--- config.mk ---
export PLATFORM = sky130hd
export DESIGN_NAME = hazard_unit
export DESIGN_NICKNAME = d
export VERILOG_FILES = /design/src/mips_pkg.sv /design/src/hazard_unit.sv
export SDC_FILE = /design/constraint.sdc
export NUM_CORES = 1
export LEC_CHECK = 0
export ABC_AREA = 1
export BUFFER_PORTS_ARGS = -buffer_cell sky130_fd_sc_hd__buf_4
export CORE_MARGIN = 1
export CORE_UTILIZATION = 25
export DETAILED_ROUTE_END_ITERATION = 10
export GPL_ROUTABILITY_DRIVEN = 0
export PLACE_DENSITY = 0.53
export SLEW_MARGIN = 20
export SYNTH_ARGS = -nofsm -noshare
export SYNTH_HDL_FRONTEND = slang
export SYNTH_SLANG_ARGS = --single-unit
--- constraint.sdc ---
create_clock -name vclk -period 1.6
set_clock_uncertainty 0.15 [all_clocks]
set_input_delay 0.32 -clock vclk [all_inputs]
set_output_delay 0.32 -clock vclk [all_outputs]
set_load 0.1 [all_outputs]
--- src/mips_pkg.sv ---
`default_nettype none

package mips_pkg;

    localparam int word_w = 32;
    localparam int reg_addr_w = 5;
    localparam int pc_w = 32;
    localparam int dmem_depth = 256;
    localparam int dmem_aw = $clog2(dmem_depth);

    // instruction field positions
    localparam int op_msb = 31;
    localparam int rs_lsb = 21;
    localparam int rt_lsb = 16;
    localparam int rd_lsb = 11;
    localparam int imm_w = 16;

    typedef enum logic [5:0] {
        op_rtype = 6'h00,
        op_j     = 6'h02,
        op_beq   = 6'h04,
        op_bne   = 6'h05,
        op_addi  = 6'h08,
        op_lw    = 6'h23,
        op_sw    = 6'h2b
    } opcode_e;

    typedef enum logic [5:0] {
        fn_add = 6'h20,
        fn_sub = 6'h22,
        fn_and = 6'h24,
        fn_or  = 6'h25,
        fn_slt = 6'h2a
    } funct_e;

    typedef enum logic [2:0] {
        alu_add,
        alu_sub,
        alu_and,
        alu_or,
        alu_slt
    } alu_op_e;

    // operand source in execute
    typedef enum logic [1:0] {
        fwd_none,
        fwd_mem,
        fwd_wb
    } fwd_sel_e;

endpackage

`default_nettype wire

--- src/hazard_unit.sv ---
`timescale 1ns/1ns
`default_nettype none

module hazard_unit (
    input  logic                            id_uses_rs,
    input  logic                            id_uses_rt,
    input  logic                            id_branch,
    input  logic [mips_pkg::reg_addr_w-1:0] rs_addr,
    input  logic [mips_pkg::reg_addr_w-1:0] rt_addr,
    input  logic                            ex_valid,
    input  logic [mips_pkg::reg_addr_w-1:0] ex_rs,
    input  logic [mips_pkg::reg_addr_w-1:0] ex_rt,
    input  logic [mips_pkg::reg_addr_w-1:0] ex_dst,
    input  logic                            ex_wb_en,
    input  logic                            ex_mem_rd,
    input  logic                            mem_valid,
    input  logic [mips_pkg::reg_addr_w-1:0] mem_dst,
    input  logic                            mem_wb_en,
    input  logic                            wb_valid,
    input  logic [mips_pkg::reg_addr_w-1:0] wb_reg,
    output logic                            stall,
    output mips_pkg::fwd_sel_e              fwd_a,
    output mips_pkg::fwd_sel_e              fwd_b,
    output mips_pkg::fwd_sel_e              fwd_store
);
    import mips_pkg::*;

    logic ex_writes;
    logic mem_writes;
    logic load_use;
    logic branch_wait;

    assign ex_writes  = ex_valid && ex_wb_en && ex_dst != '0;
    assign mem_writes = mem_valid && mem_wb_en && mem_dst != '0;

    // load result only exists after the memory stage
    assign load_use = ex_valid && ex_mem_rd && ex_dst != '0 &&
                      ((id_uses_rs && rs_addr == ex_dst) || (id_uses_rt && rt_addr == ex_dst));

    // branch compares in decode, so wait until the writer reaches writeback
    assign branch_wait = id_branch &&
                         ((ex_writes && (ex_dst == rs_addr || ex_dst == rt_addr)) ||
                          (mem_writes && (mem_dst == rs_addr || mem_dst == rt_addr)));

    assign stall = load_use || branch_wait;

    // memory stage is younger, so it wins
    assign fwd_a = (mem_writes && mem_dst == ex_rs) ? fwd_mem :
                   (wb_valid && wb_reg == ex_rs) ? fwd_wb : fwd_none;
    assign fwd_b = (mem_writes && mem_dst == ex_rt) ? fwd_mem :
                   (wb_valid && wb_reg == ex_rt) ? fwd_wb : fwd_none;
    assign fwd_store = fwd_b;

endmodule

`default_nettype wire

==> results.md <==
* Worst EP required at 1.13 ns
* Avg Cell Area, Syn at around 5 sq um
* DR WL/cell at between 10 and 15 um
* Clk pwr share at 0
* Crit path from: mem_dst[2]
* Port Buf Inserts at between 50 and 60
* Leak at 0.794 nW
* Syn. warnings at 0
* Detailed-route DRC error count at 0
* Worst-Margin Slew at roughly 0.34 ns
* Max-slew headroom at 0.769
* Worst EP arrival at approximately 1.4 ns
* Worst Path Class, Setup: in -> out
* Setup violators final at 7
* Final instance area at roughly 1400 sq um
* Die width at around 56 um
* Maximum clock frequency at 539 MHz
* Die H at approximately 56 um
* Commonest non-fill, non-tap cell in the layout: nand2_1
* Setup TNS at -1.39 ns
* Netlist cell types at 17
* Worst IR Drop VDD at roughly 0.15 mV
* Die area at between 3000 and 4000 sq um
* Pwr Density at 253 nW/um^2
* Switching Share at 0.496
* Critical Path End Type: output port
* Final Hold Vio Count at 0
* Worst Setup Slack, final at -0.257 ns
* First-pass GRT wire length at about 3900 um
* Total gr overflow at 0
* Area occupied by registers at 0 sq um
* Total Routed Length at ~2400 um
* Via count at ~1,000
* Seq_cells at 0
* Core Area at approximately 2800 sq um
* Final period util at 1.16
* Combinational share of power at 1.000
* Hold Path Origin: id_branch
* Post-CTS Hold Buffers at 0
* Post-Syn Area at ~740 sq um
* Seq pwr share at 0
* Synthesized Nets at between 150 and 200
* DRT Pass-1 Iters at 4
* Max-cap violations at 0
* Failing checks: negative setup slack
* DP HPWL at between 2000 and 2500 um
* Mapped Cells at ~150
* I/O pin count at between 50 and 60
* Critical path launch point type: input pin
* Tmin final at 1.86 ns
* Outcome: complete, but fails checks
* RSZ-0062 raised after global routing: yes
* Pint at around 0.00018 W
* Initial antenna violation count at 0
* Maximum net fanout on the critical path at 5
* Hold WC Path Type: in -> out
* Avg Vias per Cell at ~4.4
* Area Growth Syn to Fin at 92.9%
* Tot GR Track Use at 0.149
* Most frequent cells in the layout: nand2_1, buf_4, inv_1, nor2_1, xor2_1
* CLK BUF at 0
* Switch Pwr at 0.000179 W
* Fin nets at roughly 250
* Placed Area at around 1200 sq um
* Iter 0 DRT Violations at 16
* Row count at 19
* Sequential area share after synthesis at 0
* Post-route ant nets at 0
* Slew Viols, Final at 0
* Worst hold stages at 4
* Largest net degree at the start of global routing at 8
* Initial core utilization at 0.266
* Fraction of layout cells with a size suffix above 1 at 0.374
* Vias in the first global route at 900
* ANT cells at 0
* Hold Path Sink: stall
## Yosys cell counts (2+ instances only)
master,instances,share of area
nor2_1,23,0.12
nand4_1,7,0.059
inv_1,27,0.14
nor4_1,2,0.017
xor2_1,11,0.13
buf_4,4,0.041
nand3_1,5,0.034
a21oi_1,2,0.014
o22ai_1,2,0.017
nand2_1,52,0.26
xnor2_1,10,0.12
## what timing repair did
action / CTS / global route
buffers inserted: 2 / 1
gates resized for setup: 36 / 10
setup endpoints to repair: 7 / 7
pin swaps: 17 / 2
## critical path, stage by stage
cell and delay [ns]:
buf_8 0.10, inv_4 0.03, nand4_1 0.11, nand3_2 0.13, buf_6 0.15, nor4_4 0.27
buf_6 0.27
## power groups by stage
stage	Combinational, W	Clock, W	Sequential (W)
floorplan	0.000184	0	0
global route	0.000397	0	0
CTS	0.000350	0	0
global placement	0.000316	0	0
finish	0.000362	0	0
detailed placement	0.000319	0	0
## through the flow
stage          worst slack [ns]  utilization  total power [W]  hold WS (ns)  instances
2_1_floorplan             -1.03            -         0.000184         0.715        151
3_3_place_gp             -0.332        0.445         0.000316         0.968        231
3_5_place_dp             -0.356        0.445         0.000319         0.970        231
4_1_cts                  -0.268        0.498         0.000350         0.882        233
5_1_grt                  -0.327        0.514         0.000397         0.891        234
6_report                 -0.257        0.514         0.000362         0.879        234
## how the worst max path moves through the flow
stage,slack [ns],cells past startpoint,endpoint
floorplan,-1.03,5,fwd_store[0]
global placement,-0.33,6,fwd_b[0]
detailed placement,-0.36,6,fwd_b[0]
CTS,-0.27,7,fwd_b[0]
global route,-0.33,7,fwd_b[0]
finish,-0.26,7,fwd_b[0]
## routing by layer
metal  up-vias  wire length [um]  track usage
met4         0                 0            0
li1        557                 -            -
met5         -                 0            0
met1       444              1090        0.214
met2        22              1180        0.259
met3         0                86      0.00691
## final cells by class
class,instances,area (sq um)
Fill cell,296,1350
Multi-Input combinational cell,118,712
Inverter,28,118
Tap cell,31,38.8
Timing Repair Buffer,57,561
## cells by family after synthesis
logic type / count (synthesis) / share of synthesized area
AND/OR/NAND/NOR: 92 / 0.522
buffers and inverters: 33 / 0.189
XOR/XNOR: 21 / 0.248
AO/OA/AOI/OAI: 5 / 0.0405
Note: power is estimated with default switching activity, not from simulation.
