File: src/mips_pkg.sv
`default_nettype none

package mips_pkg;

    localparam int word_w = 32;
    localparam int reg_addr_w = 5;
    localparam int pc_w = 32;
    localparam int dmem_depth = 256;
    localparam int dmem_aw = $clog2(dmem_depth);

    // instruction field positions
    localparam int op_msb = 31;
    localparam int rs_lsb = 21;
    localparam int rt_lsb = 16;
    localparam int rd_lsb = 11;
    localparam int imm_w = 16;

    typedef enum logic [5:0] {
        op_rtype = 6'h00,
        op_j     = 6'h02,
        op_beq   = 6'h04,
        op_bne   = 6'h05,
        op_addi  = 6'h08,
        op_lw    = 6'h23,
        op_sw    = 6'h2b
    } opcode_e;

    typedef enum logic [5:0] {
        fn_add = 6'h20,
        fn_sub = 6'h22,
        fn_and = 6'h24,
        fn_or  = 6'h25,
        fn_slt = 6'h2a
    } funct_e;

    typedef enum logic [2:0] {
        alu_add,
        alu_sub,
        alu_and,
        alu_or,
        alu_slt
    } alu_op_e;

    // operand source in execute
    typedef enum logic [1:0] {
        fwd_none,
        fwd_mem,
        fwd_wb
    } fwd_sel_e;

endpackage

`default_nettype wire

File: src/register_file.sv
`timescale 1ns/1ns
`default_nettype none

module register_file (
    input  logic                            clk,
    input  logic                            rst_n,
    input  logic [mips_pkg::reg_addr_w-1:0] rs_addr,
    input  logic [mips_pkg::reg_addr_w-1:0] rt_addr,
    input  logic                            wr_en,
    input  logic [mips_pkg::reg_addr_w-1:0] wr_addr,
    input  logic [mips_pkg::word_w-1:0]     wr_data,
    output logic [mips_pkg::word_w-1:0]     rs_data,
    output logic [mips_pkg::word_w-1:0]     rt_data
);
    import mips_pkg::*;

    logic [word_w-1:0] regs [2**reg_addr_w];

    always_ff @(posedge clk or negedge rst_n) begin
        if (!rst_n) begin
            for (int i = 0; i < 2**reg_addr_w; i++) begin
                regs[i] <= '0;
            end
        end else if (wr_en && wr_addr != '0) begin
            regs[wr_addr] <= wr_data;
        end
    end

    // r0 reads zero, a write in flight is seen by the same-cycle read
    assign rs_data = (rs_addr == '0) ? '0 :
                     (wr_en && wr_addr == rs_addr) ? wr_data : regs[rs_addr];
    assign rt_data = (rt_addr == '0) ? '0 :
                     (wr_en && wr_addr == rt_addr) ? wr_data : regs[rt_addr];

endmodule

`default_nettype wire

File: config.mk
export PLATFORM = sky130hd
export DESIGN_NAME = register_file
export DESIGN_NICKNAME = d
export VERILOG_FILES = /design/src/mips_pkg.sv /design/src/register_file.sv
export SDC_FILE = /design/constraint.sdc
export NUM_CORES = 2
export LEC_CHECK = 0
export BUFFER_PORTS_ARGS = -buffer_cell sky130_fd_sc_hd__buf_2
export CAP_MARGIN = 10
export CORE_ASPECT_RATIO = 1.1
export CORE_UTILIZATION = 40
export DETAILED_ROUTE_END_ITERATION = 10
export GPL_TIMING_DRIVEN = 0
export PLACE_DENSITY = 0.57
export SLEW_MARGIN = 20
export SYNTH_ARGS = -nofsm -noshare
export SYNTH_HDL_FRONTEND = slang
export SYNTH_SLANG_ARGS = --single-unit
File: constraint.sdc
create_clock -name clk -period 4.9 [get_ports clk]
set_input_delay 0.735 -clock clk [delete_from_list [all_inputs] [get_ports clk]]
set_output_delay 0.735 -clock clk [all_outputs]
set_load 0.03 [all_outputs]
==> results.txt <==
The height of the chip is 389 µm. The number of vias per cell after detailed routing is 6.75. The number of enable flip-flop cells after synthesis is 0. The clock transition time at the flip-flop clock pins of the worst setup and hold paths is 0.06 ns. The multi-input combinational cells in the finished layout cover a total of 27000 µm². The largest individual stage delay along the critical path comes from the cell sky130_fd_sc_hd__a2111oi_0. The setup slack after placement came out at -0.365 ns. Summing the areas of all compound-gate instances in the mapped netlist gives 6.62% of the synthesized area.

The dominant cell type by count on the critical path is sky130_fd_sc_hd__buf_2. The number of warnings printed during yosys synthesis came out at 0. The synthesized netlist devotes 0.161% of its cell area to XOR and XNOR gates. The synthesized area per cell came out at 14.9 µm². The cell-internal power came out at 18.2 mW.

Entering global routing, the biggest net connects 127 pins. The post-route netlist has 46.9% of its cells at a drive strength greater than 1. The max-slew violation total from the final report is 0.

The synthesized flop and latch total is 1024. The fraction of the yosys area taken by sequential cells is 47.0%. The detail-routed net length per standard cell is 41.1 µm. The total congestion overflow after global routing is 0. Combinational cells account for 21.5% of the total power. The worst pin sits at a relative slew slack of 5.04%.

The number of instances on the worst hold path is 2. The path with the worst hold slack has its endpoint at regs[41]$_DFFE_PN0P_. The power density of the placed cells came out at 418 nW/µm². The number of different library cells used by synthesis comes to 53. The count of mapped cells out of synthesis is 3673.

The first global-routing pass estimated 324000 µm of wire. The count of filler cells inserted in the layout is 12.2k. The clock share of power is 34.9%. Summing the areas of all and, or, nand and nor instances in the mapped netlist gives 0.938% of the synthesized area.

The part of the power in registers came out at 43.5%. The register with the most flip-flops in the layout has 1024 of them. The non-filler instance count after layout came out at 5791. The CTS tree is done.

The synthesized-area fraction occupied by adder cells came out at 0%. The accumulated negative setup slack came out at -0.247 ns. At the end of routability-driven placement, the weighted congestion stood at 0.986. Across all setup checks in the final design, the least slack found is -0.107 ns. The number of clock sinks seen by CTS is 1024. The detailed-routing iteration count for the pre-antenna-repair pass is 9. Ranked by instance count, the synthesized netlist is headed by sky130_fd_sc_hd__dfrtp_1 (1024), sky130_fd_sc_hd__mux2_2 (898), sky130_fd_sc_hd__mux4_2 (412), sky130_fd_sc_hd__clkbuf_1 (249), sky130_fd_sc_hd__mux2i_1 (227). The top cell type's share of synthesized area came out at 47.0%. The kind of end point of the critical path is a primary output. The setup-violating endpoint count in the final report is 7.

The register with the most flip-flops in the final layout is regs. For this run, the leading register cell type out of synthesis is sky130_fd_sc_hd__dfrtp_1. Among all cell types in the netlist, the one instantiated most often is sky130_fd_sc_hd__dfrtp_1. The fraction of power spent switching nets is 29.6%. The area enclosed by the die boundary came out at 138000 µm².

The total area inside the core boundary comes to 135000 µm². In this run the remaining antenna-violating nets after routing total 0. Across the routed clock network, the largest skew measured is 0 ns.

Derived from the worst setup path, the maximum achievable clock frequency is 0.200 GHz. The sequential cell area came out at 25600 µm². By area the synthesized netlist is led by sky130_fd_sc_hd__dfrtp_1 (47%), sky130_fd_sc_hd__mux2_2 (19%), sky130_fd_sc_hd__mux4_2 (17%). The total number of vias is 39.1k. The port buffer count is 102. The fraction of registers with async set/reset is 100%.

No sink is reached through more buffers than the 3 on the longest clock path. Max-cap violations in this run came to 0. The worst setup path is launched from an input port.

The via count of the first global-routing pass came out at 38.5k. The biggest area contributor in the post-synthesis netlist is sky130_fd_sc_hd__dfrtp_1. Counting I/O delays and the setup requirement, the final critical path takes 5.01 ns. The final layout contains routed wiring with a total length of 238000 µm. Traced cell by cell, the critical path runs through buf_6, buf_6, buf_2, buf_2, mux2i_1, o22ai_1, a2111oi_0, a21oi_1, a22o_1, buf_2.

The count of cells along the worst register-to-register path came out at 1. From synthesis to final layout, the design area changed by 13.3%. Clock latency on the worst-skew pair, taken at its later pin, is 0.77 ns. For this run, the share of the core covered by cells in the final layout is 45.9%. The post-route clock period utilization is 102%. The switching power total is 7.66 mW.

The cell at the root of the clock tree is sky130_fd_sc_hd__clkbuf_16. The required time reported for the critical path endpoint came out at 4.16 ns. The worst reg2reg path endpoint is regs[374]$_DFFE_PN0P_. VDD sags by at most 0.296 mV. The start of the worst register-to-register path is regs[374]$_DFFE_PN0P_. The sum of net half-perimeters after detailed placement came out at 158000 µm.

The mux cell area share after synthesis came out at 41.7%. Including well taps, the total number of placed cells is 5579. The buffer and inverter count on the worst path is 5. For the pin with the worst max-slew slack, the measured transition is 1.42 ns. The largest registers in the layout are regs: 1024 flops. The post-layout net count came out at 3958.

The largest delay contributor family on the critical path is buffers and inverters. The number of top-level design ports is 114. The reg2reg setup slack is 4.07 ns. Setup repair after global routing left no endpoint under its margin. The final reports fail on negative setup slack. The clock buffer count from CTS came out at 113.

The number of antenna violations at the first check in global routing came out at 9. The initial core utilization came out at 40.5%. The post-synthesis instance area is 54500 µm². Measured along the x axis, the die boundary spans 354 µm.

The post-detailed-route DRC marker count came out at 0. The worst min-delay path startpoint is wr_data[9]. The setup path with the least slack is of type input port to primary output.

The number of hold violations in the final report came out at 0. The delay of the slowest cell on the worst path is 0.72 ns. Counting every net in the synthesized netlist gives 3723. The run finished, with violations left. At the worst endpoint, the arrival time is 4.27 ns.

By area, the combinational part of the netlist is dominated by multiplexers. The overall routing resource usage came out at 34.5%. The number of H-tree levels came out at 3.

The initialized floorplan defines 141 standard-cell rows. Summed over all cells, the static leakage comes to 26.9 nW. The DRC marker count from the first detailed-route iteration came out at 5022.

The worst hold path belongs to the class input port to flip-flop. The peak fanout along the critical path is 10.
## routing by layer
layer	up-vias	global-route usage, %	routed length, µm
li1	14858	-	-
met1	21164	45.6	93200
met2	2466	50.7	104000
met3	612	11.0	26800
met4	4	17.7	14200
met5	-	0	23
## metrics by stage
| step | cell area, µm² | hold slack (ns) | total power, mW |
|---|---|---|---|
| 2_1_floorplan | 54500 | 0.439 | 14.8 |
| 6_report | 61800 | 0.308 | 25.9 |
| 3_3_place_gp | 57300 | 0.453 | 16.6 |
| 3_5_place_dp | 57900 | 0.464 | 16.8 |
| 4_1_cts | 61800 | 0.272 | 25.8 |
| 5_1_grt | 61800 | 0.313 | 26.7 |
## power groups by stage
stage | sequential [mW] | combinational (mW) | clock, mW
after floorplan | 10.9 | 3.91 | 0
after global placement | 11.3 | 5.36 | 0
after detailed placement | 11.3 | 5.48 | 0
after CTS | 11.2 | 5.50 | 9.07
after global routing | 11.4 | 5.82 | 9.42
final | 11.3 | 5.57 | 9.04
## cell type report
class | count | share of cell area, %
timing repair buffer | 120 | 1.60
clock buffer | 169 | 5.47
inverter | 1 | 0.00607
sequential | 1024 | 41.5
antenna | 4 | 0.0162
tap | 1787 | 3.62
multi-input combinational | 2211 | 43.7
buffer | 437 | 3.40
clock inverter | 38 | 0.761
## repair_timing
| item | 4_1_cts | 5_1_grt |
|---|---|---|
| cloned | 0 | 0 |
| hold buffers | 1 | 0 |
| endpoints found under the hold margin | 77 | 0 |
| resized for setup | 4 | 4 |
| setup endpoints to repair | 15 | 4 |
| setup buffers | 0 | 0 |
## cell usage in the layout, fill, tap and decap left out, drive strengths merged, types with 38 or more instances in the layout
cell type / synthesis / final
a22oi: 95 / 95
a22o: 71 / 71
mux2i: 227 / 227
clkbuf: 249 / 420
nand2: 38 / 38
mux2: 995 / 995
buf: 188 / 304
o22ai: 44 / 44
mux4: 412 / 412
a2111oi: 41 / 41
dfrtp: 1024 / 1024
o221ai: 43 / 43
a21oi: 84 / 84
## worst max-delay path by stage
stage	cells past startpoint	slack, ns	startpoint	endpoint
6_report	10	-0.11	rs_addr[0]	rs_data[12]
5_1_grt	10	0.0001	rs_addr[3]	rs_data[15]
4_1_cts	10	0.04	rs_addr[3]	rs_data[12]
3_5_place_dp	9	-0.37	rt_addr[4]	rt_data[22]
3_3_place_gp	1	-20.47	rst_n	regs[459]$_DFFE_PN0P_
2_1_floorplan	7	1.53	rt_addr[0]	rt_data[7]
## kinds of logic after synthesis
logic type / Yosys count
mux: 1634
flops: 1024
compound gates: 466
buf+inv: 438
simple gates: 101
xor+xnor: 10
(Power assumes the default switching activity.)
