**config.mk**
```make
export PLATFORM = sky130hd
export DESIGN_NAME = execute_stage
export DESIGN_NICKNAME = d
export VERILOG_FILES = /design/src/mips_pkg.sv /design/src/execute_stage.sv
export SDC_FILE = /design/constraint.sdc
export NUM_CORES = 1
export LEC_CHECK = 0
export BUFFER_PORTS_ARGS = -buffer_cell sky130_fd_sc_hd__buf_2
export CELL_PAD_IN_SITES_DETAIL_PLACEMENT = 1
export CELL_PAD_IN_SITES_GLOBAL_PLACEMENT = 1
export CORE_ASPECT_RATIO = 2
export CORE_MARGIN = 2
export CORE_UTILIZATION = 40
export CTS_CLUSTER_SIZE = 10
export DETAILED_ROUTE_END_ITERATION = 10
export GPL_ROUTABILITY_DRIVEN = 0
export HOLD_SLACK_MARGIN = 0.1
export PLACE_DENSITY = 0.84
export SLEW_MARGIN = 25
export SYNTH_ARGS = -nofsm -noshare
export SYNTH_HDL_FRONTEND = slang
export SYNTH_SLANG_ARGS = --single-unit
export TNS_END_PERCENT = 10
```
**constraint.sdc**
```tcl
create_clock -name clk -period 5.5 [get_ports clk]
set_clock_uncertainty 0.05 [all_clocks]
set_input_delay 0.275 -clock clk [delete_from_list [all_inputs] [get_ports clk]]
set_output_delay 0.275 -clock clk [all_outputs]
set_load 0.01 [all_outputs]
```
**src/mips_pkg.sv**
```systemverilog
`default_nettype none

package mips_pkg;

    localparam int word_w = 32;
    localparam int reg_addr_w = 5;
    localparam int pc_w = 32;
    localparam int dmem_depth = 256;
    localparam int dmem_aw = $clog2(dmem_depth);

    // instruction field positions
    localparam int op_msb = 31;
    localparam int rs_lsb = 21;
    localparam int rt_lsb = 16;
    localparam int rd_lsb = 11;
    localparam int imm_w = 16;

    typedef enum logic [5:0] {
        op_rtype = 6'h00,
        op_j     = 6'h02,
        op_beq   = 6'h04,
        op_bne   = 6'h05,
        op_addi  = 6'h08,
        op_lw    = 6'h23,
        op_sw    = 6'h2b
    } opcode_e;

    typedef enum logic [5:0] {
        fn_add = 6'h20,
        fn_sub = 6'h22,
        fn_and = 6'h24,
        fn_or  = 6'h25,
        fn_slt = 6'h2a
    } funct_e;

    typedef enum logic [2:0] {
        alu_add,
        alu_sub,
        alu_and,
        alu_or,
        alu_slt
    } alu_op_e;

    // operand source in execute
    typedef enum logic [1:0] {
        fwd_none,
        fwd_mem,
        fwd_wb
    } fwd_sel_e;

endpackage

`default_nettype wire

```
**src/execute_stage.sv**
```systemverilog
`timescale 1ns/1ns
`default_nettype none

module execute_stage (
    input  logic                            clk,
    input  logic                            rst_n,
    input  logic                            ex_valid,
    input  logic [mips_pkg::word_w-1:0]     ex_a,
    input  logic [mips_pkg::word_w-1:0]     ex_b,
    input  logic [mips_pkg::word_w-1:0]     ex_store,
    input  logic [mips_pkg::reg_addr_w-1:0] ex_rs,
    input  logic [mips_pkg::reg_addr_w-1:0] ex_rt,
    input  mips_pkg::alu_op_e               ex_alu_op,
    input  logic                            ex_mem_rd,
    input  logic                            ex_mem_wr,
    input  logic                            ex_wb_en,
    input  logic [mips_pkg::reg_addr_w-1:0] ex_dst,
    input  mips_pkg::fwd_sel_e              fwd_a,
    input  mips_pkg::fwd_sel_e              fwd_b,
    input  mips_pkg::fwd_sel_e              fwd_store,
    input  logic [mips_pkg::word_w-1:0]     wb_data,
    output logic                            mem_valid,
    output logic [mips_pkg::word_w-1:0]     mem_alu,
    output logic [mips_pkg::word_w-1:0]     mem_store,
    output logic                            mem_rd,
    output logic                            mem_wr,
    output logic                            mem_wb_en,
    output logic [mips_pkg::reg_addr_w-1:0] mem_dst
);
    import mips_pkg::*;

    logic [word_w-1:0] op_a;
    logic [word_w-1:0] op_b_reg;
    logic [word_w-1:0] op_b;
    logic [word_w-1:0] store_val;
    logic [word_w-1:0] alu_y;

    function automatic logic [word_w-1:0] pick(
        input fwd_sel_e          sel,
        input logic [word_w-1:0] reg_val,
        input logic [word_w-1:0] mem_val,
        input logic [word_w-1:0] wb_val
    );
        case (sel)
            fwd_mem: return mem_val;
            fwd_wb:  return wb_val;
            default: return reg_val;
        endcase
    endfunction

    assign op_a      = pick(fwd_a, ex_a, mem_alu, wb_data);
    assign op_b_reg  = pick(fwd_b, ex_b, mem_alu, wb_data);
    assign store_val = pick(fwd_store, ex_store, mem_alu, wb_data);

    // address offset for lw/sw; addi has no rt source so fwd_b stays none
    assign op_b = (ex_mem_rd || ex_mem_wr) ? ex_b : op_b_reg;

    always_comb begin
        case (ex_alu_op)
            alu_sub: alu_y = op_a - op_b;
            alu_and: alu_y = op_a & op_b;
            alu_or:  alu_y = op_a | op_b;
            alu_slt: alu_y = {{(word_w - 1){1'b0}}, $signed(op_a) < $signed(op_b)};
            default: alu_y = op_a + op_b;
        endcase
    end

    always_ff @(posedge clk or negedge rst_n) begin
        if (!rst_n) begin
            mem_valid <= 1'b0;
            mem_rd    <= 1'b0;
            mem_wr    <= 1'b0;
            mem_wb_en <= 1'b0;
        end else begin
            mem_valid <= ex_valid;
            mem_rd    <= ex_mem_rd;
            mem_wr    <= ex_mem_wr;
            mem_wb_en <= ex_wb_en;
        end
    end

    always_ff @(posedge clk) begin
        mem_alu   <= alu_y;
        mem_store <= store_val;
        mem_dst   <= ex_dst;
    end

endmodule

`default_nettype wire

```
==> PnR_summary.wiki <==
{| class="wikitable"
! Metric !! Value
|-
| Result of the run || completed
|-
| Final setup violating endpoints || 0
|-
| Primary FF master, synth || dfxtp_1
|-
| Hpwl dp || around 27,000 um
|-
| Mux share of post-synthesis cell area || 0.238%
|-
| Wire length per cell after detailed routing || between 20 and 25 um
|-
| Count of routing violations after the opening detailed-route iteration || between 500 and 600
|-
| Clock period minus worst slack || about 4.7 ns
|-
| Global-route wire length before repair || between 50,000 and 60,000 um
|-
| Number of endpoints with negative hold slack in the final report || 0
|-
| Total Neg Setup Slack || 0 ns
|-
| Fin Hold WS || 0.147 ns
|-
| Total Wirelength || ~37,000 um
|-
| Pint || ~1.6 mW
|-
| Worst hold path depth || 3
|-
| Fraction of synthesized cell area in xor and xnor cells || less than 1%
|-
| Vias/cell || 6.18
|-
| Initial DRT Pass Iterations || 8
|-
| Static Leak || between 4 and 5 nW
|-
| Top area cells in the synthesized netlist || dfxtp_1, ha_1, a22oi_1
|-
| Number of unique standard cell types used by synthesis || 80
|-
| Share of synthesized area occupied by flip-flops and latches || ~18%
|-
| Transition time at the pin with the least slew margin || 1.05 ns
|-
| Count of clock tree sinks || 73
|-
| Register share of total power || 25.2%
|-
| Core Box Area || 0.0208 sq mm
|-
| Share of total power in combinational logic || a little over half
|-
| Clock transition at path regs || approximately 0.07 ns
|-
| Kind of launch point of the worst setup path || input pin
|-
| Critical-path maximum fanout || 15
|-
| Count of port buffers added during placement || 220
|-
| Remaining antenna violation count || 0
|-
| Number of cells after detailed placement || 1,624
|-
| Count of pins over their slew limit || 0
|-
| Number of antenna violations at the first check in global routing || 0
|-
| Clock Power Share || 21.3%
|-
| Compound-gate portion of the synthesized area || between 30% and 40%
|-
| Die Width || approximately 110 um
|-
| Max Cap Viol || 0
|-
| Path category of the worst min-delay check || in2reg
|-
| Fraction of synthesized cell area taken by the top area cell type || 16.4%
|-
| Worst slew margin relative to its limit || between 20 and 30%
|-
| Cell types with the highest counts after synthesis || nand2_1, o21ai_0, nor2_1, ha_1, a21oi_1
|-
| DRC violation count after routing || 0
|-
| Largest family of logic cells by synthesized area || compound AO/OA/AOI/OAI gates
|-
| Via count of the first global-routing pass || about 11,000
|-
| Arrival time reported for the critical path endpoint || 4.90 ns
|-
| Leading cell type by number of instances after synthesis || nand2_1
|-
| Inserted Clock Buffers || 9
|-
| Post-layout instance count excluding filler cells || between 1,500 and 2,000
|-
| Fraction of layout instances using a drive strength above 1 || 20.2%
|-
| Initial cell density of the core || slightly above 40%
|-
| Post-synthesis share of cell area spent on and, or, nand and nor gates || roughly a fifth
|-
| Gate Count Post-Synth || 1,203
|-
| Required time at the worst-slack endpoint || 5.67 ns
|-
| H-tree levels || 3
|-
| Arithmetic-cell share of the synthesized area counting full adders, half adders and majority gates || 15.6%
|-
| Ant. Diodes || 0
|-
| Maximum operating frequency || roughly 210 MHz
|-
| Combined area of all synthesized cells || 0.00843 sq mm
|-
| CTS tree || built
|-
| Number of rows in the core area || 75
|-
| Psw || approximately 1.4 mW
|-
| Mean instance size in the synthesized netlist || about 7.0 sq um
|-
| Area of the die || between 0.02 and 0.025 sq mm
|-
| Register-to-Register Path Depth || 13
|-
| Nature of the critical path endpoint || flop
|-
| Top-Level Pins || approximately 230
|-
| Grt ovf || 0
|-
| Warning count from the yosys run || 0
|-
| Crit Path Category || in2reg
|-
| Combined global-route utilization of all metal layers || between 30% and 40%
|-
| Synth-to-Final Area Change || 23.9%
|-
| Vias || 10,386
|-
| Flip-flop and latch count after synthesis || 73
|-
| Total setup buffers inserted after CTS || 0
|-
| Finished Core Util || approximately half
|-
| Net Sw Frac || ~47%
|-
| Longest Clk Path Bufs || 2
|-
| Peak supply drop || around 0.00014 V
|-
| EDFF count, synth || 0
|-
| Largest net degree at the start of global routing || 42
|-
| FFs w/ async S/R, synth || around 5.5%
|-
| Number of nets in the final layout || roughly 1,700
|-
| Syn_nets || between 1,000 and 1,500
|-
| Clk root buf || clkbuf_16
|-
| Die Ht || ~210 um
|-
| Biggest area consumer among synthesized cells || dfxtp_1
|-
| RSZ-0062 raised after global routing || false
|-
| Share of the clock period used by the worst path || 86.0%
|-
| Power Dens Cells || about 290 mW/mm^2
|-
| Clock latency on the worst-skew pair || 0.37 ns
|}
==> cell usage in the layout, fill, tap and decap left out, types with 6 or more instances in the layout <==
cell type and instances:
a221oi_1 15, nand4_1 13, o21ai_0 115, a21o_1 11, ha_1 100, nand2b_1 16
clkbuf_16 9, o21a_1 9, buf_4 17, dlygate4sd3_1 41, dfxtp_1 69, nand2_1 126
nor2_1 108, o22ai_1 15, inv_1 97, a211oi_1 9, nor4_1 10, a21oi_1 101
nor3_1 14, nand3_1 18, o21bai_1 10, buf_2 220, o221ai_1 17, nor2b_1 16
a22oi_1 100, o211ai_1 10, o31ai_1 11, and3_1 6
==> flip-flops by register name, summed over array words and instances, names as in the netlist <==
signal and count:
mem_alu 32, mem_valid 1, mem_dst 5, mem_wb_en 1
mem_store 32, mem_rd 1, mem_wr 1
==> power by group through the flow <==
stage | sequential (mW) | clock [mW] | combinational, mW
global route | 0.769 | 0.660 | 1.75
global placement | 0.758 | 0 | 1.49
finish | 0.755 | 0.639 | 1.61
floorplan | 0.794 | 0 | 0.967
detailed placement | 0.764 | 0 | 1.54
CTS | 0.753 | 0.646 | 1.58
==> critical path, cell delays in order <==
cell	delay, ns
dlygate4sd3_1	0.53
buf_2	0.13
nor3_2	0.54
buf_4	0.34
a21oi_1	0.15
ha_1	0.27
inv_1	0.10
fa_1	0.25
nor2b_1	0.08
o2111ai_1	0.36
a211oi_1	0.15
o41a_1	0.50
o31ai_2	0.33
nor3_1	0.10
a2111oi_0	0.64
nand3_1	0.16
==> final timing paths <==
check	start	slack [ns]	to
setup / recovery	ex_mem_wr	0.77	mem_alu[18]
max in group asynchronous	rst_n	5.07	mem_wr
hold / removal	ex_store[28]	0.15	mem_store[28]
hold reg to reg	mem_alu[12]	0.57	mem_store[12]
setup reg to reg	mem_alu[0]	1.43	mem_alu[18]
min in group asynchronous	rst_n	0.20	mem_rd
==> area by class of cell <==
class | count | area [sq um]
fill | 2782 | 10400
multi-input combinational | 946 | 6280
clock buffer | 10 | 229
inverter | 97 | 364
timing repair buffer | 280 | 1680
sequential | 73 | 1480
clock inverter | 6 | 67.6
tap | 269 | 337
==> cells by family (layout without fill, tap and decap cells) <==
family,count (synthesis),in the layout
adders and majority gates,104,104
AOI/OAI and AO/OA,479,479
and+or+nand+nor,359,359
muxes,2,2
DFF,73,73
xor gates and xnor gates,2,2
buffers and inverters,184,393
==> per-layer routing <==
| layer | global-route usage [%] | wire length, um | share of wire, % |
|---|---|---|---|
| met3 | 3.88 | 1540 | 4.2 |
| met5 | 0 | 0 | 0 |
| met2 | 61.9 | 20000 | 55 |
| met1 | 29.7 | 12400 | 34 |
| met4 | 22.3 | 2530 | 6.9 |
==> metrics by stage <==
stage	cell area, sq um	worst slack [ns]	total power [mW]
global route	10400	0.560	3.17
global placement	9710	0.875	2.25
finish	10400	0.770	3.00
floorplan	8430	1.43	1.76
detailed placement	9730	0.769	2.31
CTS	10400	0.934	2.98
==> what timing repair did <==
action	CTS	global route
resized for setup	0	0
hold endpoints to repair	44	0
hold buffers	41	0
Power figures use the tool's default switching activity.
