$ cat src/mips_pkg.sv
`default_nettype none

package mips_pkg;

    localparam int word_w = 32;
    localparam int reg_addr_w = 5;
    localparam int pc_w = 32;
    localparam int dmem_depth = 256;
    localparam int dmem_aw = $clog2(dmem_depth);

    // instruction field positions
    localparam int op_msb = 31;
    localparam int rs_lsb = 21;
    localparam int rt_lsb = 16;
    localparam int rd_lsb = 11;
    localparam int imm_w = 16;

    typedef enum logic [5:0] {
        op_rtype = 6'h00,
        op_j     = 6'h02,
        op_beq   = 6'h04,
        op_bne   = 6'h05,
        op_addi  = 6'h08,
        op_lw    = 6'h23,
        op_sw    = 6'h2b
    } opcode_e;

    typedef enum logic [5:0] {
        fn_add = 6'h20,
        fn_sub = 6'h22,
        fn_and = 6'h24,
        fn_or  = 6'h25,
        fn_slt = 6'h2a
    } funct_e;

    typedef enum logic [2:0] {
        alu_add,
        alu_sub,
        alu_and,
        alu_or,
        alu_slt
    } alu_op_e;

    // operand source in execute
    typedef enum logic [1:0] {
        fwd_none,
        fwd_mem,
        fwd_wb
    } fwd_sel_e;

endpackage

`default_nettype wire

$ cat src/decode_stage.sv
`timescale 1ns/1ns
`default_nettype none

module decode_stage (
    input  logic                            clk,
    input  logic                            rst_n,
    input  logic                            stall,
    input  logic [mips_pkg::word_w-1:0]     if_instr,
    input  logic [mips_pkg::pc_w-1:0]       if_pc4,
    input  logic                            if_valid,
    input  logic [mips_pkg::word_w-1:0]     rs_data,
    input  logic [mips_pkg::word_w-1:0]     rt_data,
    output logic [mips_pkg::reg_addr_w-1:0] rs_addr,
    output logic [mips_pkg::reg_addr_w-1:0] rt_addr,
    output logic                            id_uses_rs,
    output logic                            id_uses_rt,
    output logic                            id_branch,
    output logic                            redirect,
    output logic [mips_pkg::pc_w-1:0]       redirect_pc,
    output logic                            ex_valid,
    output logic [mips_pkg::word_w-1:0]     ex_a,
    output logic [mips_pkg::word_w-1:0]     ex_b,
    output logic [mips_pkg::word_w-1:0]     ex_store,
    output logic [mips_pkg::reg_addr_w-1:0] ex_rs,
    output logic [mips_pkg::reg_addr_w-1:0] ex_rt,
    output mips_pkg::alu_op_e               ex_alu_op,
    output logic                            ex_mem_rd,
    output logic                            ex_mem_wr,
    output logic                            ex_wb_en,
    output logic [mips_pkg::reg_addr_w-1:0] ex_dst
);
    import mips_pkg::*;

    opcode_e               opcode;
    funct_e                funct;
    alu_op_e               alu_op;
    logic [reg_addr_w-1:0] rd_addr;
    logic [word_w-1:0]     imm_ext;
    logic                  is_rtype;
    logic                  is_imm;
    logic                  is_beq;
    logic                  is_bne;
    logic                  is_j;
    logic                  mem_rd;
    logic                  mem_wr;
    logic                  operands_eq;

    assign opcode  = opcode_e'(if_instr[op_msb -: $bits(opcode_e)]);
    assign funct   = funct_e'(if_instr[$bits(funct_e)-1:0]);
    assign rs_addr = if_instr[rs_lsb +: reg_addr_w];
    assign rt_addr = if_instr[rt_lsb +: reg_addr_w];
    assign rd_addr = if_instr[rd_lsb +: reg_addr_w];
    assign imm_ext = {{(word_w - imm_w){if_instr[imm_w-1]}}, if_instr[imm_w-1:0]};

    assign is_rtype = opcode == op_rtype;
    assign is_beq   = opcode == op_beq;
    assign is_bne   = opcode == op_bne;
    assign is_j     = opcode == op_j;
    assign mem_rd   = opcode == op_lw;
    assign mem_wr   = opcode == op_sw;
    assign is_imm   = opcode == op_addi || mem_rd || mem_wr;

    always_comb begin
        alu_op = alu_add;
        if (is_rtype) begin
            case (funct)
                fn_sub:  alu_op = alu_sub;
                fn_and:  alu_op = alu_and;
                fn_or:   alu_op = alu_or;
                fn_slt:  alu_op = alu_slt;
                default: alu_op = alu_add;
            endcase
        end
    end

    assign id_uses_rs = if_valid && (is_rtype || is_imm || is_beq || is_bne);
    assign id_uses_rt = if_valid && (is_rtype || mem_wr || is_beq || is_bne);
    assign id_branch  = if_valid && (is_beq || is_bne);

    // branch resolves here, no delay slot
    assign operands_eq = rs_data == rt_data;
    assign redirect    = if_valid && (is_j || (is_beq && operands_eq) ||
                                      (is_bne && !operands_eq));
    // jump keeps the top pc bits and the 26-bit index
    assign redirect_pc = is_j ? {if_pc4[pc_w-1 -: 4], if_instr[25:0], 2'b00} :
                                if_pc4 + {imm_ext[pc_w-3:0], 2'b00};

    // bubble on stall
    always_ff @(posedge clk or negedge rst_n) begin
        if (!rst_n) begin
            ex_valid  <= 1'b0;
            ex_mem_rd <= 1'b0;
            ex_mem_wr <= 1'b0;
            ex_wb_en  <= 1'b0;
        end else begin
            ex_valid  <= if_valid && !stall;
            ex_mem_rd <= mem_rd;
            ex_mem_wr <= mem_wr;
            ex_wb_en  <= is_rtype || opcode == op_addi || mem_rd;
        end
    end

    // source indices are zero when not read, so they never match a forward
    always_ff @(posedge clk) begin
        ex_a      <= rs_data;
        ex_b      <= is_imm ? imm_ext : rt_data;
        ex_store  <= rt_data;
        ex_rs     <= id_uses_rs ? rs_addr : '0;
        ex_rt     <= (is_rtype || mem_wr) ? rt_addr : '0;
        ex_alu_op <= alu_op;
        ex_dst    <= is_rtype ? rd_addr : rt_addr;
    end

endmodule

`default_nettype wire

$ cat config.mk
export PLATFORM = sky130hd
export DESIGN_NAME = decode_stage
export DESIGN_NICKNAME = d
export VERILOG_FILES = /design/src/mips_pkg.sv /design/src/decode_stage.sv
export SDC_FILE = /design/constraint.sdc
export NUM_CORES = 1
export LEC_CHECK = 0
export BUFFER_PORTS_ARGS = -buffer_cell sky130_fd_sc_hd__clkbuf_2
export CAP_MARGIN = 20
export CORE_ASPECT_RATIO = 0.75
export CORE_MARGIN = 5
export CORE_UTILIZATION = 49
export CTS_CLUSTER_DIAMETER = 50
export CTS_CLUSTER_SIZE = 10
export DETAILED_ROUTE_END_ITERATION = 6
export PLACE_DENSITY = 0.9
export SKIP_CTS_REPAIR_TIMING = 1
export SYNTH_ARGS = -nofsm -noshare
export SYNTH_HDL_FRONTEND = slang
export SYNTH_SLANG_ARGS = --single-unit
$ cat constraint.sdc
create_clock -name clk -period 3.5 [get_ports clk]
set_input_delay 0 -clock clk [delete_from_list [all_inputs] [get_ports clk]]
set_output_delay 0 -clock clk [all_outputs]
set_load 0.005 [all_outputs]
==> qor.yml, run 1 <==
path_class: "in2out"
synth_xor_area_frac: 0.0858
syn_nets: 750
overflow: 0
yosys.cell_types.count: 56
synthAdderAreaFrac: 0.0695
grt_usage: 0.285
fin_nets: 1131
cts_root_buf: "clkbuf_16"
first_iter_violations: 502
yosysWarnings: 0
clock_path_buffers: 2
synth_top_family_by_area: "simple AND/OR/NAND/NOR gates"
synthArstFlopShare: 0.0339
die_h_um: 102
worstPathArrival_ns: 3.46
synth_edf_count: 0
synthFlopType: "dfxtp_1"
synth.mux.area_fraction: 0.0486
mostFrequentLayoutCell: "clkbuf_2"
crit_path_max_incr_delay_ns: 0.72
post_drt_wl_per_cell_um: 22.8
worstSetupStartpointType: "input pin"
synth_cells: 588
gp_congestion: 0.941
path_clk_slew_ns: 0.05
irDropWorstVdd_v: 0.000399
place_inst: 992
antenna_left: 0
hold_depth: 4
final_cell_mix: "clkbuf_2 (295), dfxtp_1 (114), dlygate4sd3_1 (98)"
yosysSeqAreaShare: 0.432
status: "complete, no violations"
setup_violations: 0
grt_start_max_net_pins: 42
maxCapViolCount: 0
p_leak_nw: 4.26
yosys.area.top_type: "dfxtp_1"
start_util: 0.502
final_layout_size_suffix_gt1_frac: 0.365
critPathMaxFanout: 5
cp.buffers_inverters: 3
worstSetupEndpointType: "output pin"
worst_ep_required_time_ns: 3.50
grt_pass1_vias: 5509
drt-total-wl_um: 25700
instances_no_fill: 1130
area_growth_pct: 55.9
dp_hpwl_um: 15500
chipWidth_um: 132
synth-seq-cells: 118
slowest_stage: "a311oi_1"
placed_area_um2: 6970
finalInstanceArea_um2: 8590
powerDensity_nw_per_um2: 492
rows: 33
vias: 6522
ys_top_cells_by_area: "dfxtp_1 (41%), xnor2_1 (7.0%), ha_1 (6.6%), nand2_1 (5.1%), a21oi_1 (4.7%)"
synth_top_area_frac: 0.414
synthSimpleGateAreaFrac: 0.172
dieArea_um2: 13500
port-buffer-count: 295
fmax_mhz: 289
synth_compound_area_frac: 0.147
drt-vias-per-instance: 5.77
cts_tree: "yes"
fin_util: 0.782
netlist_area_um2: 5510
tns_ns: 0
finalMaxSlewViolations: 0
grt_pass1_wl_um: 29800
period_share: 0.988
core-area_um2: 11000
crit_cells: 11
cp_top_family: "compound AO/OA/AOI/OAI gates"
cts.sinks: 118
drt-pass1-iter-count: 5
period_needed_ns: 3.46
crit_path_cell_trace: "dlygate4sd3_1 > clkbuf_2 > ha_1 > and3_1 > a221oi_2 > a22oi_1 > a311oi_1 > o21ai_0 > xnor2_1 > o21ai_0 > clkbuf_2"
hold_violations: 0
slew_headroom: 0.451
cts_buffers: 17
route.detailed.drc: 0
avgSynthCellArea_um2: 9.37
h-tree-depth: 4
antenna_found_initial: 6
io_pins: 296
hold_path.class: "in2reg"
tightestPinTransition_ns: 0.818
worst min-delay path, stage by stage:
cell and delay (ns):
clkbuf_2 0.10, nor2_1 0.12, nand2_1 0.12, nand2_1 0.05
final cells by class:
type                       count  area [µm²]
sequential                   118        2380
clock inverter                14         190
inverter                       6        22.5
timing repair buffer         396        2480
tap                          140         175
clock buffer                  18         429
fill                         663        2390
multi-input combinational    430        2890
antenna                        8        20.0
metrics by stage:
| step | worst slack [ns] | total power, mW | hold slack (ns) |
|---|---|---|---|
| 2_1_floorplan | 1.33 | 1.88 | -0.296 |
| 5_1_grt | -0.0649 | 4.37 | 0.0716 |
| 6_report | 0.0417 | 4.23 | 0.0458 |
| 3_3_place_gp | 0.670 | 2.22 | -0.188 |
| 3_5_place_dp | 0.581 | 2.23 | -0.189 |
| 4_1_cts | 0.577 | 4.05 | -0.616 |
synthesized netlist by cell type (2+ instances only):
cell             count
dfxtp_1            114
nand2_1             75
a21oi_1             52
xnor2_1             44
nor2_1              34
ha_1                29
o21ai_0             26
mux2_2              22
nand4_1             22
a21o_1              16
clkbuf_1            15
and2_1              14
buf_4               12
and3_1              10
nor3_1              10
xor2_1              10
o21bai_1             7
inv_1                6
a31oi_1              5
nor3b_1              5
dfrtp_1              4
o21a_1               4
a211oi_1             3
a22oi_1              3
nand2b_1             3
nand3_1              3
nor4_1               3
a211o_1              2
clkbuf_8             2
clkdlybuf4s15_2      2
mux2i_1              2
nand3b_1             2
nor2b_1              2
o31ai_1              2
or4_1                2
cells by family (layout without fill, tap and decap cells):
group,Yosys count,after routing
XOR/XNOR,54,54
other,0,8
multiplexers,24,24
adder cells (fa/ha/maj),30,30
flip-flops,118,118
AND/OR/NAND/NOR,192,192
buffers and inverters,40,434
AO/OA/AOI/OAI,130,130
path summary, 6_finish.rpt:
check | startpoint | to | slack, ns
worst max-delay path | if_instr[3] | redirect_pc[24] | 0.04
worst min-delay path | if_instr[30] | ex_wb_en$_DFF_PN0_ | 0.05
max in group asynchronous | rst_n | ex_wb_en$_DFF_PN0_ | 2.81
min in group asynchronous | rst_n | ex_valid$_DFF_PN0_ | 0.52
metal layers:
metal,wire [µm],share of wire,GRT usage,vias up
met5,0,0,0,-
met4,1640,0.064,0.137,0
met3,2730,0.11,0.113,149
met2,12300,0.48,0.479,524
met1,9050,0.35,0.323,3011
li1,-,-,-,2838
where the power goes:
group	switching, mW	leakage (nW)	internal (mW)
clock network	0.723	0.300	1.14
logic	0.491	2.94	0.428
registers	0.0287	1.01	1.42
total	1.24	4.26	2.99
registers in the layout, summed over array words and instances, names as in the netlist, 3 cells and up:
signal     count
ex_store      32
ex_a          32
ex_alu_op      3
ex_dst         5
ex_b          32
ex_rs          5
ex_rt          5
Power figures use the tool's default switching activity.
==> run 2: changes to the inputs <==
==> constraint.sdc (replaced) <==
create_clock -name clk -period 3.5 [get_ports clk]
set_input_delay 0.7 -clock clk [delete_from_list [all_inputs] [get_ports clk]]
set_output_delay 0.7 -clock clk [all_outputs]
set_load 0.005 [all_outputs]
==> qor.yml, run 2 (synthesis gave the netlist of run 1 again) <==
status: "complete, but fails checks"
violations: "negative setup slack"
drt-pass1-iter-count: 6  # +1
port-buffer-count: 295  # unchanged
vias: 6487  # -0.54%
start_util: 0.502  # unchanged
worstSetupStartpointType: "input pin"
cts.sinks: 118  # unchanged
path_clk_slew_ns: 0.06  # about the same
period_needed_ns: 3.92  # +0.464 ns
dp_hpwl_um: 17200  # +11%
tns_ns: -2.60  # -2.60 ns
drt-vias-per-instance: 5.74  # -0.62%
path_class: "in2out"
cts_buffers: 17  # unchanged
cp_top_family: "simple AND/OR/NAND/NOR gates"
overflow: 0  # unchanged
cp.buffers_inverters: 2  # -1
period_share: 1.12  # +0.133
setup_violations: 14  # +14
worstSetupEndpointType: "output pin"
dieArea_um2: 13500  # unchanged
cts_tree: "yes"
mostFrequentLayoutCell: "clkbuf_2"
critPathMaxFanout: 3  # -2
p_seq_frac: 0.344  # +0.003
crit_path_max_incr_delay_ns: 0.53  # -0.19 ns
antenna_found_initial: 0  # -6
rsz0062_at_grt: "yes"
fmax_mhz: 255  # -12%
io_pins: 296  # unchanged
die_h_um: 102  # unchanged
route.detailed.drc: 0  # unchanged
tightestPinTransition_ns: 0.747  # -0.0706 ns
num_antenna_cells: 0  # -8
area_growth_pct: 58.7
p_int_mw: 2.88  # -3.7%
top_regs: "ex_a x32, ex_b x32, ex_store x32"
maxCapViolCount: 0  # unchanged
worst_ep_required_time_ns: 2.80  # -0.70 ns
powerDensity_nw_per_um2: 479  # -2.7%
rows: 33  # unchanged
p_switching_mw: 1.32  # +5.9%
clock_path_buffers: 2  # unchanged
final_layout_size_suffix_gt1_frac: 0.517  # +0.152
grt_start_max_net_pins: 41  # -2.4%
irDropWorstVdd_v: 0.000415  # +3.9%
switching_share: 0.314  # +0.0201
core-area_um2: 11000  # unchanged
gp_congestion: 0.964  # +2.4%
hold_path.class: "in2async"
h-tree-depth: 4  # unchanged
slew_headroom: 0.495  # +0.0442
p_total_mw: 4.19  # -0.88%
chipWidth_um: 132  # unchanged
finalMaxSlewViolations: 0  # unchanged
antenna_left: 0  # unchanged
grt_pass1_wl_um: 33900  # +14%
grt_usage: 0.325  # +0.0401
final_cell_mix: "clkbuf_2 (279), dfxtp_1 (114), buf_4 (108)"
p_leak_nw: 4.37  # +2.6%
p_comb_frac: 0.251  # +0.034
crit_path_cell_trace: "buf_6 > ha_4 > fa_2 > a21o_1 > a221oi_4 > or4b_4 > a311oi_4 > a31oi_2 > or4_1 > nand4_1 > buf_2"
worstPathArrival_ns: 3.22  # -0.24 ns
setup_slack_ns: -0.422  # -0.464 ns
cts_root_buf: "clkbuf_16"
fin_hold_ws_ns: 0.0856  # +0.0398 ns
post_drt_wl_per_cell_um: 22.4  # -1.7%
hold_violations: 0  # unchanged
fin_nets: 1140  # +0.80%
grt_pass1_vias: 6230  # +13%
slowest_stage: "or4b_4"
first_iter_violations: 483  # -3.8%
p_clk_frac: 0.405  # -0.036
critPathLaunch: "if_pc4[2]"
drt-total-wl_um: 25300  # -1.7%
run 2: cell types whose count changed in the layout (fill, tap and decap cells not counted), moves of 6 or more:
cell / previous run / this run
ha_1: 29 / 17
o21ai_0: 26 / 20
diode_2: 8 / 0
a21oi_2: 0 / 8
dlygate4sd3_1: 98 / 0
a21oi_1: 51 / 43
buf_2: 0 / 11
clkbuf_2: 295 / 279
ha_4: 0 / 10
buf_4: 3 / 108
run 2: layout make-up:
cell class,instances,area [µm²]
clock buffers,17,425
clock inverters,15,155
flip-flops and latches,118,2380
multi-input cells,430,3240
repair buffers,405,2350
inverters,6,22.5
fillers,633,2230
well taps,140,175
run 2: power by group through the flow:
stage,registers [mW],clock network (mW),logic (mW)
6_report,1.44,1.70,1.05
5_1_grt,1.45,1.77,1.12
2_1_floorplan,1.47,0,0.411
4_1_cts,1.44,1.69,0.927
3_5_place_dp,1.47,0,0.907
3_3_place_gp,1.46,0,0.889
run 2: stage by stage:
step | cell area, µm² | setup WS (ns) | util | std cells
3_5_place_dp | 7720 | -0.378 | 0.703 | 1089
2_1_floorplan | 5530 | 0.00198 | - | 588
3_3_place_gp | 7720 | -0.335 | 0.703 | 1089
4_1_cts | 8310 | -0.403 | 0.756 | 1121
5_1_grt | 8750 | -0.474 | 0.797 | 1131
6_report | 8750 | -0.422 | 0.797 | 1131
run 2: how the worst max path moves through the flow:
stage / to / slack (ns) / cells after the start
after global placement: redirect_pc[30] / -0.33 / 11
after floorplan: redirect_pc[30] / 0.002 / 9
after CTS: redirect_pc[30] / -0.40 / 11
after detailed placement: redirect_pc[30] / -0.38 / 11
after global routing: redirect_pc[30] / -0.47 / 11
final: redirect_pc[30] / -0.42 / 11
run 2: layer usage:
layer  up-vias  track usage  wire [µm]
li1       2862            -          -
met1      2975        0.352       8860
met2       504        0.591      12200
met3       146        0.102       2650
met4         0        0.149       1610
met5         -            0          0
==> run 3: changes to the inputs <==
--- a/config.mk
+++ b/config.mk
@@ -13,8 +13,10 @@
 export CTS_CLUSTER_DIAMETER = 50
 export CTS_CLUSTER_SIZE = 10
 export DETAILED_ROUTE_END_ITERATION = 6
+export HOLD_SLACK_MARGIN = 0.12
 export PLACE_DENSITY = 0.9
 export SKIP_CTS_REPAIR_TIMING = 1
+export SLEW_MARGIN = 5
 export SYNTH_ARGS = -nofsm -noshare
 export SYNTH_HDL_FRONTEND = slang
 export SYNTH_SLANG_ARGS = --single-unit
==> constraint.sdc (replaced) <==
create_clock -name clk -period 5.09 [get_ports clk]
set_input_delay 1.018 -clock clk [delete_from_list [all_inputs] [get_ports clk]]
set_output_delay 1.018 -clock clk [all_outputs]
set_load 0.005 [all_outputs]
==> qor.yml, run 3 (synthesis gave the netlist of run 1 again) <==
cts.sinks: 118  # unchanged
hold_path.class: "in2async"
overflow: 0  # unchanged
area_growth_pct: 37.3
grt_pass1_vias: 5597  # -10%
place_inst: 994  # -8.7%
gp_congestion: 0.989  # +2.7%
p_clk_frac: 0.435  # +0.030
status: "complete, no violations"
p_int_mw: 1.91  # -33%
cts_root_buf: "clkbuf_16"
slew_headroom: 0.476  # -0.0183
critPathMaxFanout: 6  # +3
route.detailed.drc: 0  # unchanged
dieArea_um2: 13500  # unchanged
p_leak_nw: 3.83  # -12%
top_regs: "ex_a x32, ex_b x32, ex_store x32"
cts_buffers: 17  # unchanged
worstSetupEndpointType: "output pin"
p_seq_frac: 0.364  # +0.020
rows: 33  # unchanged
cts_tree: "yes"
period_share: 0.949
antenna_found_initial: 0  # unchanged
mostFrequentLayoutCell: "clkbuf_2"
first_iter_violations: 337  # -30%
slowest_stage: "or4b_4"
path_clk_slew_ns: 0.06  # about the same
switching_share: 0.295  # -0.0188
grt_pass1_wl_um: 30300  # -11%
core-area_um2: 11000  # unchanged
powerDensity_nw_per_um2: 359  # -25%
drt-total-wl_um: 20200  # -20%
antenna_left: 0  # unchanged
critPathLaunch: "if_instr[0]"
p_switching_mw: 0.801  # -39%
worstPathArrival_ns: 3.81  # +0.59 ns
port-buffer-count: 295  # unchanged
rsz0062_at_grt: "no"
h-tree-depth: 4  # unchanged
crit_path_max_incr_delay_ns: 0.56  # +0.03 ns
grt_usage: 0.290  # -0.0352
crit_path_cell_trace: "clkbuf_2 > ha_1 > fa_1 > a21o_1 > a221oi_2 > or4b_4 > a311oi_4 > a31oi_1 > or4_1 > nand4_1 > clkbuf_2"
maxCapViolCount: 0  # unchanged
final_cell_mix: "clkbuf_2 (295), dfxtp_1 (114), nand2_1 (75)"
cp_common_cell: "clkbuf_2"
tns_ns: 0  # +2.60 ns
start_util: 0.502  # unchanged
drt-pass1-iter-count: 5  # -1
cp_top_family: "simple AND/OR/NAND/NOR gates"
dp_hpwl_um: 15800  # -7.9%
fin_hold_ws_ns: 0.415  # +0.329 ns
vias: 5622  # -13%
drt-vias-per-instance: 5.48  # -4.5%
path_class: "in2out"
fmax_mhz: 207
p_comb_frac: 0.201  # -0.050
instances_no_fill: 1026  # -9.3%
chipWidth_um: 132  # unchanged
die_h_um: 102  # unchanged
final_layout_size_suffix_gt1_frac: 0.407  # -0.109
setup_violations: 0  # -14
fin_nets: 1035  # -9.2%
worstSetupStartpointType: "input pin"
io_pins: 296  # unchanged
tightestPinTransition_ns: 0.785  # +0.0380 ns
worst_ep_required_time_ns: 4.07  # +1.27 ns
pre_cts_ws_ns: 0.377  # +0.755 ns
hold_violations: 0  # unchanged
finalMaxSlewViolations: 0  # unchanged
clock_path_buffers: 2  # unchanged
period_needed_ns: 4.83
num_antenna_cells: 0  # unchanged
cp.buffers_inverters: 2  # unchanged
fin_util: 0.689  # -0.108
setup_slack_ns: 0.260  # +0.682 ns
grt_start_max_net_pins: 41  # unchanged
post_drt_wl_per_cell_um: 19.7  # -12%
irDropWorstVdd_v: 0.000313  # -25%
## run 3: final timing paths
kind,to,slack (ns),depth (start not counted)
max in group asynchronous,ex_mem_rd$_DFF_PN0_,4.54,1
min in group clk,ex_a[0]$_DFF_P_,0.73,1
setup / recovery,redirect_pc[30],0.26,11
hold / removal,ex_wb_en$_DFF_PN0_,0.41,1
## run 3: final cells by class
class	count	area, µm²
tap	140	175
fill	843	3420
clock inverter	15	154
multi-input combinational	430	2890
sequential	118	2380
inverter	6	22.5
clock buffer	17	425
timing repair buffer	300	1510
## run 3: through the flow
stage	cell area, µm²	total power [mW]
6_report	7570	2.71
4_1_cts	7570	2.72
2_1_floorplan	5510	1.29
3_3_place_gp	6990	1.53
3_5_place_dp	6990	1.54
5_1_grt	7570	2.82
## run 3: power groups by stage
stage / combinational, mW / clock (mW) / sequential (mW)
2_1_floorplan: 0.281 / 0 / 1.01
3_3_place_gp: 0.523 / 0 / 1.00
3_5_place_dp: 0.532 / 0 / 1.01
4_1_cts: 0.539 / 1.20 / 0.988
5_1_grt: 0.592 / 1.24 / 0.992
6_report: 0.545 / 1.18 / 0.988
## run 3: per-layer routing
metal	global-route usage	vias up	share of wire
met2	0.508	319	0.49
met3	0.100	57	0.098
met4	0.113	0	0.031
met1	0.331	2598	0.38
met5	0	-	0
li1	-	2648	-
